## src/hw/mips_pkg.sv

```systemverilog
package mips_pkg;

    // data or instruction word
    typedef logic [31:0] word_t;

    // byte address on either bus
    typedef logic [31:0] addr_t;

    // register index, 32 registers
    typedef logic [4:0] reg_idx_t;

    // primary opcode field
    typedef logic [5:0] opcode_t;

    // R-type function field
    typedef logic [5:0] funct_t;

    // primary opcodes of the supported subset
    localparam opcode_t OP_SPECIAL = 6'b000000;
    localparam opcode_t OP_ADDIU   = 6'b001001;
    localparam opcode_t OP_LW      = 6'b100011;

    // halfword store, encoded as the ROM program uses it
    localparam opcode_t OP_SH      = 6'b101001;

    // funct code of jr under OP_SPECIAL
    localparam funct_t FN_JR = 6'b001000;

    // pc after reset and base address of the ROM
    localparam addr_t RESET_VECTOR = 32'hBFC0_0000;

    // instruction ROM depth in words
    localparam int ROM_WORDS = 4096;

    // word index width into the ROM
    localparam int ROM_AW = $clog2(ROM_WORDS);

endpackage
```

## src/hw/decode_if.sv

```systemverilog
`timescale 1ns/1ns

interface decode_if;
    import mips_pkg::*;

    // source register indices
    reg_idx_t rs;
    reg_idx_t rt;

    // immediate, sign extended to a full word
    word_t    imm_sext;

    // one-hot instruction class
    logic     is_load;
    logic     is_store_half;
    logic     is_addiu;
    logic     is_jr;

    // register write request and its target
    logic     reg_we;
    reg_idx_t dest;

    modport dec (
        output rs, rt, imm_sext, is_load, is_store_half, is_addiu, is_jr, reg_we, dest
    );

    modport core (
        input rs, rt, imm_sext, is_load, is_store_half, is_addiu, is_jr, reg_we, dest
    );

endinterface

```

## src/hw/mips_core.sv

```systemverilog
`timescale 1ns/1ns

module mips_core (
    input  logic            clk,
    input  logic            arst_n,
    output mips_pkg::addr_t instr_address,
    input  mips_pkg::word_t instr_readdata,
    output mips_pkg::addr_t data_address,
    output logic            data_read,
    output logic            data_write,
    output mips_pkg::word_t data_writedata,
    output logic [3:0]      data_byteenable,
    input  mips_pkg::word_t data_readdata,
    output logic            active,
    output mips_pkg::word_t register_v0
);
    import mips_pkg::*;

    decode_if dec_bus ();

    // program counter and delay-slot target
    addr_t pc_q;
    logic  pend_q;
    addr_t pend_tgt_q;

    logic  halted;
    logic  run;

    word_t rs_data;
    word_t rt_data;
    addr_t ea;
    logic  rf_we;
    word_t rf_wr_data;

    instr_decode u_dec (
        .instr (instr_readdata),
        .dec   (dec_bus)
    );

    reg_file u_rf (
        .clk     (clk),
        .arst_n  (arst_n),
        .rs_idx  (dec_bus.rs),
        .rt_idx  (dec_bus.rt),
        .rs_data (rs_data),
        .rt_data (rt_data),
        .we      (rf_we),
        .wr_idx  (dec_bus.dest),
        .wr_data (rf_wr_data),
        .v0      (register_v0)
    );

    // pc of zero is the halt state, held until reset
    assign halted = (pc_q == '0);

    // core executes only out of reset and before halt
    assign run    = arst_n && !halted;
    assign active = run;

    assign instr_address = pc_q;

    // one adder covers the memory address and the addiu sum
    assign ea = rs_data + dec_bus.imm_sext;

    always_ff @(posedge clk or negedge arst_n) begin
        if (!arst_n) begin
            pc_q   <= RESET_VECTOR;
            pend_q <= 1'b0;
        end else if (!halted) begin
            // a pending jr target is taken after its delay slot
            if (pend_q) begin
                pc_q <= pend_tgt_q;
            end else begin
                pc_q <= pc_q + 32'd4;
            end
            pend_q <= dec_bus.is_jr;
        end
    end

    // target captured while jr executes
    always_ff @(posedge clk) begin
        if (dec_bus.is_jr) begin
            pend_tgt_q <= rs_data;
        end
    end

    // data bus, word aligned
    assign data_address = {ea[31:2], 2'b00};
    assign data_read    = run && dec_bus.is_load;
    assign data_write   = run && dec_bus.is_store_half;

    // halfword goes to the lane picked by address bit 1
    assign data_writedata = ea[1] ? {rt_data[15:0], 16'h0000} : {16'h0000, rt_data[15:0]};

    always_comb begin
        data_byteenable = 4'b0000;
        if (data_read) begin
            data_byteenable = 4'b1111;
        end else if (data_write) begin
            data_byteenable = ea[1] ? 4'b1100 : 4'b0011;
        end
    end

    // write-back, lw takes the bus word and addiu the sum
    assign rf_we      = run && dec_bus.reg_we;
    assign rf_wr_data = dec_bus.is_load ? data_readdata : ea;

endmodule

```

## src/hw/instr_decode.sv

```systemverilog
`timescale 1ns/1ns

module instr_decode (
    input mips_pkg::word_t instr,
    decode_if.dec          dec
);
    import mips_pkg::*;

    opcode_t     opcode;
    funct_t      funct;
    logic [15:0] imm;

    // fixed field positions shared by I-type and R-type
    assign opcode = instr[31:26];
    assign funct  = instr[5:0];
    assign imm    = instr[15:0];

    assign dec.rs = instr[25:21];
    assign dec.rt = instr[20:16];

    // sign extension for addiu and the memory offset
    assign dec.imm_sext = {{16{imm[15]}}, imm};

    // instruction class
    assign dec.is_load       = (opcode == OP_LW);
    assign dec.is_store_half = (opcode == OP_SH);
    assign dec.is_addiu      = (opcode == OP_ADDIU);
    assign dec.is_jr         = (opcode == OP_SPECIAL) && (funct == FN_JR);

    // only lw and addiu write back, both into rt
    always_comb begin
        dec.reg_we = 1'b0;
        dec.dest   = 5'd0;
        if (dec.is_load || dec.is_addiu) begin
            dec.reg_we = 1'b1;
            dec.dest   = instr[20:16];
        end
    end

endmodule

```

## src/hw/reg_file.sv

```systemverilog
`timescale 1ns/1ns

module reg_file (
    input  logic               clk,
    input  logic               arst_n,
    input  mips_pkg::reg_idx_t rs_idx,
    input  mips_pkg::reg_idx_t rt_idx,
    output mips_pkg::word_t    rs_data,
    output mips_pkg::word_t    rt_data,
    input  logic               we,
    input  mips_pkg::reg_idx_t wr_idx,
    input  mips_pkg::word_t    wr_data,
    output mips_pkg::word_t    v0
);
    import mips_pkg::*;

    word_t regs [0:31];

    always_ff @(posedge clk or negedge arst_n) begin
        if (!arst_n) begin
            for (int r = 0; r < 32; r++) begin
                regs[r] <= '0;
            end
        end else if (we && (wr_idx != 5'd0)) begin
            // r0 is never written so it reads as zero
            regs[wr_idx] <= wr_data;
        end
    end

    // read ports see the value before this cycle's write
    assign rs_data = regs[rs_idx];
    assign rt_data = regs[rt_idx];

    // v0 lives in r2
    assign v0 = regs[2];

endmodule

```

## config.mk

```make
export PLATFORM = sky130hd
export DESIGN_NAME = mips_core
export DESIGN_NICKNAME = d
export VERILOG_FILES = /design/src/hw/mips_pkg.sv /design/src/hw/decode_if.sv /design/src/hw/mips_core.sv /design/src/hw/instr_decode.sv /design/src/hw/reg_file.sv
export SDC_FILE = /design/constraint.sdc
export NUM_CORES = 2
export LEC_CHECK = 0
export BUFFER_PORTS_ARGS = -buffer_cell sky130_fd_sc_hd__buf_2
export CORE_MARGIN = 2
export CORE_UTILIZATION = 35
export DETAILED_ROUTE_END_ITERATION = 8
export HOLD_SLACK_MARGIN = 0.05
export PLACE_DENSITY = 0.57
export SETUP_SLACK_MARGIN = 0.4
export SYNTH_ARGS = -nofsm -noshare
export SYNTH_HDL_FRONTEND = slang
export SYNTH_SLANG_ARGS = --single-unit
```

## constraint.sdc

```tcl
create_clock -name clk -period 6.3 [get_ports clk]
set_input_delay 0.63 -clock clk [delete_from_list [all_inputs] [get_ports clk]]
set_output_delay 0.63 -clock clk [all_outputs]
set_load 0.02 [all_outputs]
```

After elaboration in Yosys (flattened, before gate mapping)
Index checks and enable logic that the tools add are counted.

Flip-flop bits (word level): 1089. Input port bits: 66. Output and inout bits: 135. Word-level logic and storage cells: 77.

$add $sub $neg: 2. Magnitude comparators: 4. Eq/ne operators: 4. Mux-type cells: 17. Bitwise gates (word level): 3. Reduce and logical (&&, ||, !) cells: 12.

Operator list (number): bitwise mux 1024 bit (1); binary-select mux 32 bit (select 5 bit) (2); 2-to-1 mux 32 bit (6); demux 32 bit (select 5 bit) (1); adder 32 x 3 -> 32 bit (second input constant) (1); adder 32 bit (1); logical NOT 32 bit (1); 2-to-1 mux 16 bit (2); greater-or-equal comparator 6 bit (second input constant) (3); NOT 5 -> 6 bit (3); equality test 6 x 4 -> 1 bit (second input constant) (2); equality test 6 bit (second input constant) (2); 2-to-1 mux 4 bit (3); logical AND 1 bit (7); logical NOT 6 bit (1); less-than comparator 6 x 1 -> 1 bit (second input constant) (1); 2-to-1 mux 5 bit (1); nonzero test 5 bit (1); logical NOT 1 bit (1); logical OR 1 bit (1); 2-to-1 mux 1 bit (1).

Logic depth before layout (Yosys ltp)
Word-level depth: 9. Depth in mapped cells: 19. Depth with buffers taken out: 14.

By module
From an unflattened synthesis, not the netlist that was laid out.

Cell total of the unflattened synthesis: 5339. Area total of the unflattened synthesis: 62049.5 sq um.

By module, submodules not included: reg_file (instances 1, cells an instance 4633, area each 56182.6 sq um, seq. area each 25624.6 sq um); mips_core (instances 1, cells an instance 639, area each 5372.7 sq um, seq. area each 1798.0 sq um); instr_decode (instances 1, cells an instance 67, area each 494.2 sq um, seq. area each 0.0 sq um).

Worst setup path before layout
No wires, ideal clock.

Path kind: input to output. Start: input instr_readdata[21]. End: output data_address[29]. Data arrival time: 5.095 ns. Data required time: 5.670 ns. Setup slack: 0.575 ns. Stages: 16. Path buffers: 5. Cells stage by stage: buf_2 buf_2 buf_2 buf_1 mux4_2 mux4_2 mux2_2 ha_1 clkbuf_1 and3_1 and4_1 and2_1 and3_1 a41o_1 or3_1 and2_1.

Longest elaborated chain between the ends: 5.

RTL lines: from (decl) (line mips_core.sv:7) `input mips_pkg::word_t instr_readdata,`; NOT 5 -> 6 bit (not written as such) (line reg_file.sv:31) `assign rs_data = regs[rs_idx];`; binary-select mux 32 bit (select 5 bit) (line reg_file.sv:31); 2-to-1 mux 32 bit (not written as such) (2 in series) (line reg_file.sv:31); named net rs_data[24] (line mips_core.sv:29) `word_t rs_data;`; adder 32 bit (line mips_core.sv:63) `assign ea = rs_data + dec_bus.imm_sext;`; to (decl) (line mips_core.sv:8) `output mips_pkg::addr_t data_address,`.

The timed path passes the listed nets, and every way through them passes these cells. The select of a mux whose other input is x is not followed.

Worst setup path after layout
Start: register u_rf.regs[264] (netlist bit). End: output data_address[28].

Longest elaborated chain between the ends: 4.

RTL lines: from (decl) (line reg_file.sv:17) `word_t regs [0:31];`; from (signal, indexed assignment) (line reg_file.sv:26) `regs[wr_idx] <= wr_data;`; binary-select mux 32 bit (select 5 bit) (line reg_file.sv:31); 2-to-1 mux 32 bit (not written as such) (2 in series) (line reg_file.sv:31); named net rs_data[8] (line mips_core.sv:29); adder 32 bit (line mips_core.sv:63).

The timed path passes the listed nets, and every way through them passes these cells. The select of a mux whose other input is x is not followed.

==> results.yml <==
drt:
  first_pass_iters: 5
  vias_per_cell: 5.551
  wire_per_inst_um: 23.81
  postRouteAntennaNets: 0
  drt_first_iter_violations: 3264
  routed_wl_um: 163100
  drc: 0
  vias: 38010
worst_setup_path:
  critPathArrivalTime_ns: 5.14
  crit_family: "multiplexers"
  critPathMaxFanout: 6
  startpoint: "u_rf.regs[264]"
  critPathCaptureType: "primary output"
  critical_path_class: "flop to primary output"
  start_kind: "flop"
  crit_chain: "mux4_2 > mux4_2 > mux2_2 > ha_1 > nand4_1 > or4_1 > o32a_1 > and4bb_1 > o21ai_2 > a31oi_1 > xnor2_2 > buf_2"
  cpMostUsedCell: "mux4_2"
  r2r_start: "u_rf.regs[262]"
  max_stage_delay_ns: 0.56
  worstPathBufferInverterCount: 1
  crit_required_ns: 5.67
  slowest_stage: "mux4_2"
clocking:
  clock_sinks: 1089
  htreeDepth: 3
  clk_latency_ns: 0.72
  post_cts_buffers: 0
  cts_tree: "done"
  cts_buffer_depth: 3
  cts_buffers: 107
  cts.clk_slew.worst_paths_ns: 0.06
  root_buffer: "clkbuf_16"
pwr:
  power_density_nw_per_um2: 243.0
  netSwitchingPower_w: 0.003508
  pwr-share-comb: 0.058
  finalPower_w: 0.01492
  internal-power_w: 0.01142
  ir_drop_uv: 210.0
  clkPwrFrac: 0.472
  p_sw_frac: 0.2351
  p_leak_nw: 26.80
  p_seq_frac: 0.470
layout:
  seq_area_um2: 27420
  drive_gt1_frac: 0.2514
  diodes: 0
  final_area_um2: 61420
  area_delta_synth_final_pct: 14.43
  layout.nets: 4827
  fillers: 14370
  multi_input_area_um2: 24450
  stdcell_count: 6847
  fin_util: 0.4038
synth:
  synth.yosys.seq_area_share: 0.5109
  netlist_instances: 4720
  synthTopCellsByArea: "dfrtp_1 49%, mux4_2 20%, o21ai_0 5.3%"
  synth_common_cells: "1048 x dfrtp_1, 617 x nand2_1, 565 x o21ai_0"
  yosysTopAreaCell: "dfrtp_1"
  synth_edf_count: 32
  synth.distinct_cells: 69
  netlist_area_um2: 53670
  synth_most_common_cell: "dfrtp_1"
  ys.flop_type: "dfrtp_1"
  yosysTopAreaCellShare: 0.4886
  postSynthRegisterBits: 1089
  syn_area_per_cell_um2: 11.37
  yosys_warnings: 0
  async_flop_share: 0.9706
timing:
  fin_tns_setup_ns: 0
  min_period_ns: 5.771
  setup_violations: 0
  period_share: 0.9161
  rsz0062_at_grt: "no"
  relSlewSlack: 0.1757
  finalClockSkew_ns: 0.02682
  worst_pin_slew_ns: 1.232
  slew_violations: 0
  hold_viol: 0
  max_freq_ghz: 0.1733
run:
  cap_violations: 0
global_routing:
  antenna_found_initial: 3
  grtUsageMet1: 0.2928
  grt_overflow_total: 0
  grt_usage: 0.2075
  grt_pass1_vias: 37900
  top_usage_layer: "met2"
  use_met2: 0.3371
  grt_pass1_wl_um: 247600
  grt_max_degree: 162
  gr-usage-met3: 0.02338
min_path:
  hold_class: "input port to flop"
  min_from: "data_readdata[29]"
die:
  die_y_um: 395.6
  die_area_um2: 156500
  fp.dieW_um: 395.6
  core_um2: 152100
  io_pins: 201
  initial_utilization: 0.3529
  row_count: 143
outcome:
  outcome: "finished clean"
placed_design:
  dp.cells: 6644
  placed_area_um2: 57370
  gp_congestion: 0.9522
  dpl.hpwl_um: 103900
  io_buffers: 198
-- tightest hold or removal path, stage by stage --
cell and delay, ns:
buf_2 0.13, nand2_1 0.11, a31oi_1 0.09
-- routing by layer --
layer,vias to the layer above,share of wire,routed length (um)
met2,1214,0.48,78450
met3,239,0.058,9509
met5,-,0,0
li1,16870,-,-
met4,0,0.026,4220
met1,19690,0.43,70880
-- kinds of logic after synthesis --
| logic type | share of synthesized area |
|---|---|
| XOR/XNOR | 0.008276 |
| adder cells (fa/ha/maj) | 0.008066 |
| AO/OA/AOI/OAI | 0.1116 |
| AND/OR/NAND/NOR | 0.09707 |
| flip-flops | 0.5109 |
| multiplexers | 0.2235 |
| other | 0.00006987 |
| buffers and inverters | 0.04042 |
-- registers in the layout (all words and copies together) (netlist names) --
signal         flops
pend_q             1
instr_address     32
u_rf.regs        992
pend_tgt_q        32
u_rf.v0           32
-- cell type report --
class | count | share of cell area
Inverter | 24 | 0.001467
Sequential cell | 1089 | 0.4465
Tap cell | 2030 | 0.04136
Timing Repair Buffer | 396 | 0.04957
Multi-Input combinational cell | 3109 | 0.3980
Clock inverter | 59 | 0.01332
Clock buffer | 140 | 0.04973
-- power groups by stage --
stage / Combinational, W / Sequential, W / Clock (W)
after floorplan: 0.000417 / 0.00715 / 0
after detailed placement: 0.000859 / 0.00715 / 0
final: 0.000862 / 0.00702 / 0.00704
after global routing: 0.000927 / 0.00701 / 0.00744
after CTS: 0.000866 / 0.00702 / 0.00715
after global placement: 0.000855 / 0.00715 / 0
-- final timing paths --
check / endpoint / slack [ns] / cells past startpoint
worst max-delay path: data_address[28] / 0.53 / 12
worst min-delay path: u_rf.regs[989] / 0.29 / 3
worst max register to register: u_rf.regs[319] / 1.40 / 14
worst min register to register: u_rf.regs[1021] / 0.38 / 0
max in group asynchronous: u_rf.regs[233] / 2.86 / 5
min in group asynchronous: u_rf.regs[836] / 0.46 / 2
-- what timing repair did --
item / 4_1_cts / 5_1_grt
endpoints found under the setup margin: 6 / 8
gates cloned: 1 / 2
pin swaps: 0 / 2
hold buffers: 1 / 0
gates resized for setup: 6 / 11
hold endpoints to repair: 58 / 0
-- stage by stage --
step                      setup WS, ns  hold slack (ns)
final                           0.5286           0.2933
after global routing            0.4082           0.2927
after CTS                       0.4672           0.2507
after detailed placement       0.03141           0.3635
after global placement         0.07554           0.3604
after floorplan                 0.5748           0.3344
-- placed cells by master (no fill, tap or decap), types with 33 or more instances in the layout --
master and count:
o21ai_0 563, a21oi_1 461, mux2i_1 58, nand2_1 612, a21oi_2 33, mux4_2 476
dfrtp_1 1047, mux2_2 34, buf_4 161, clkbuf_16 111, buf_2 190, nor2_1 514
(Power assumes the default switching activity.)
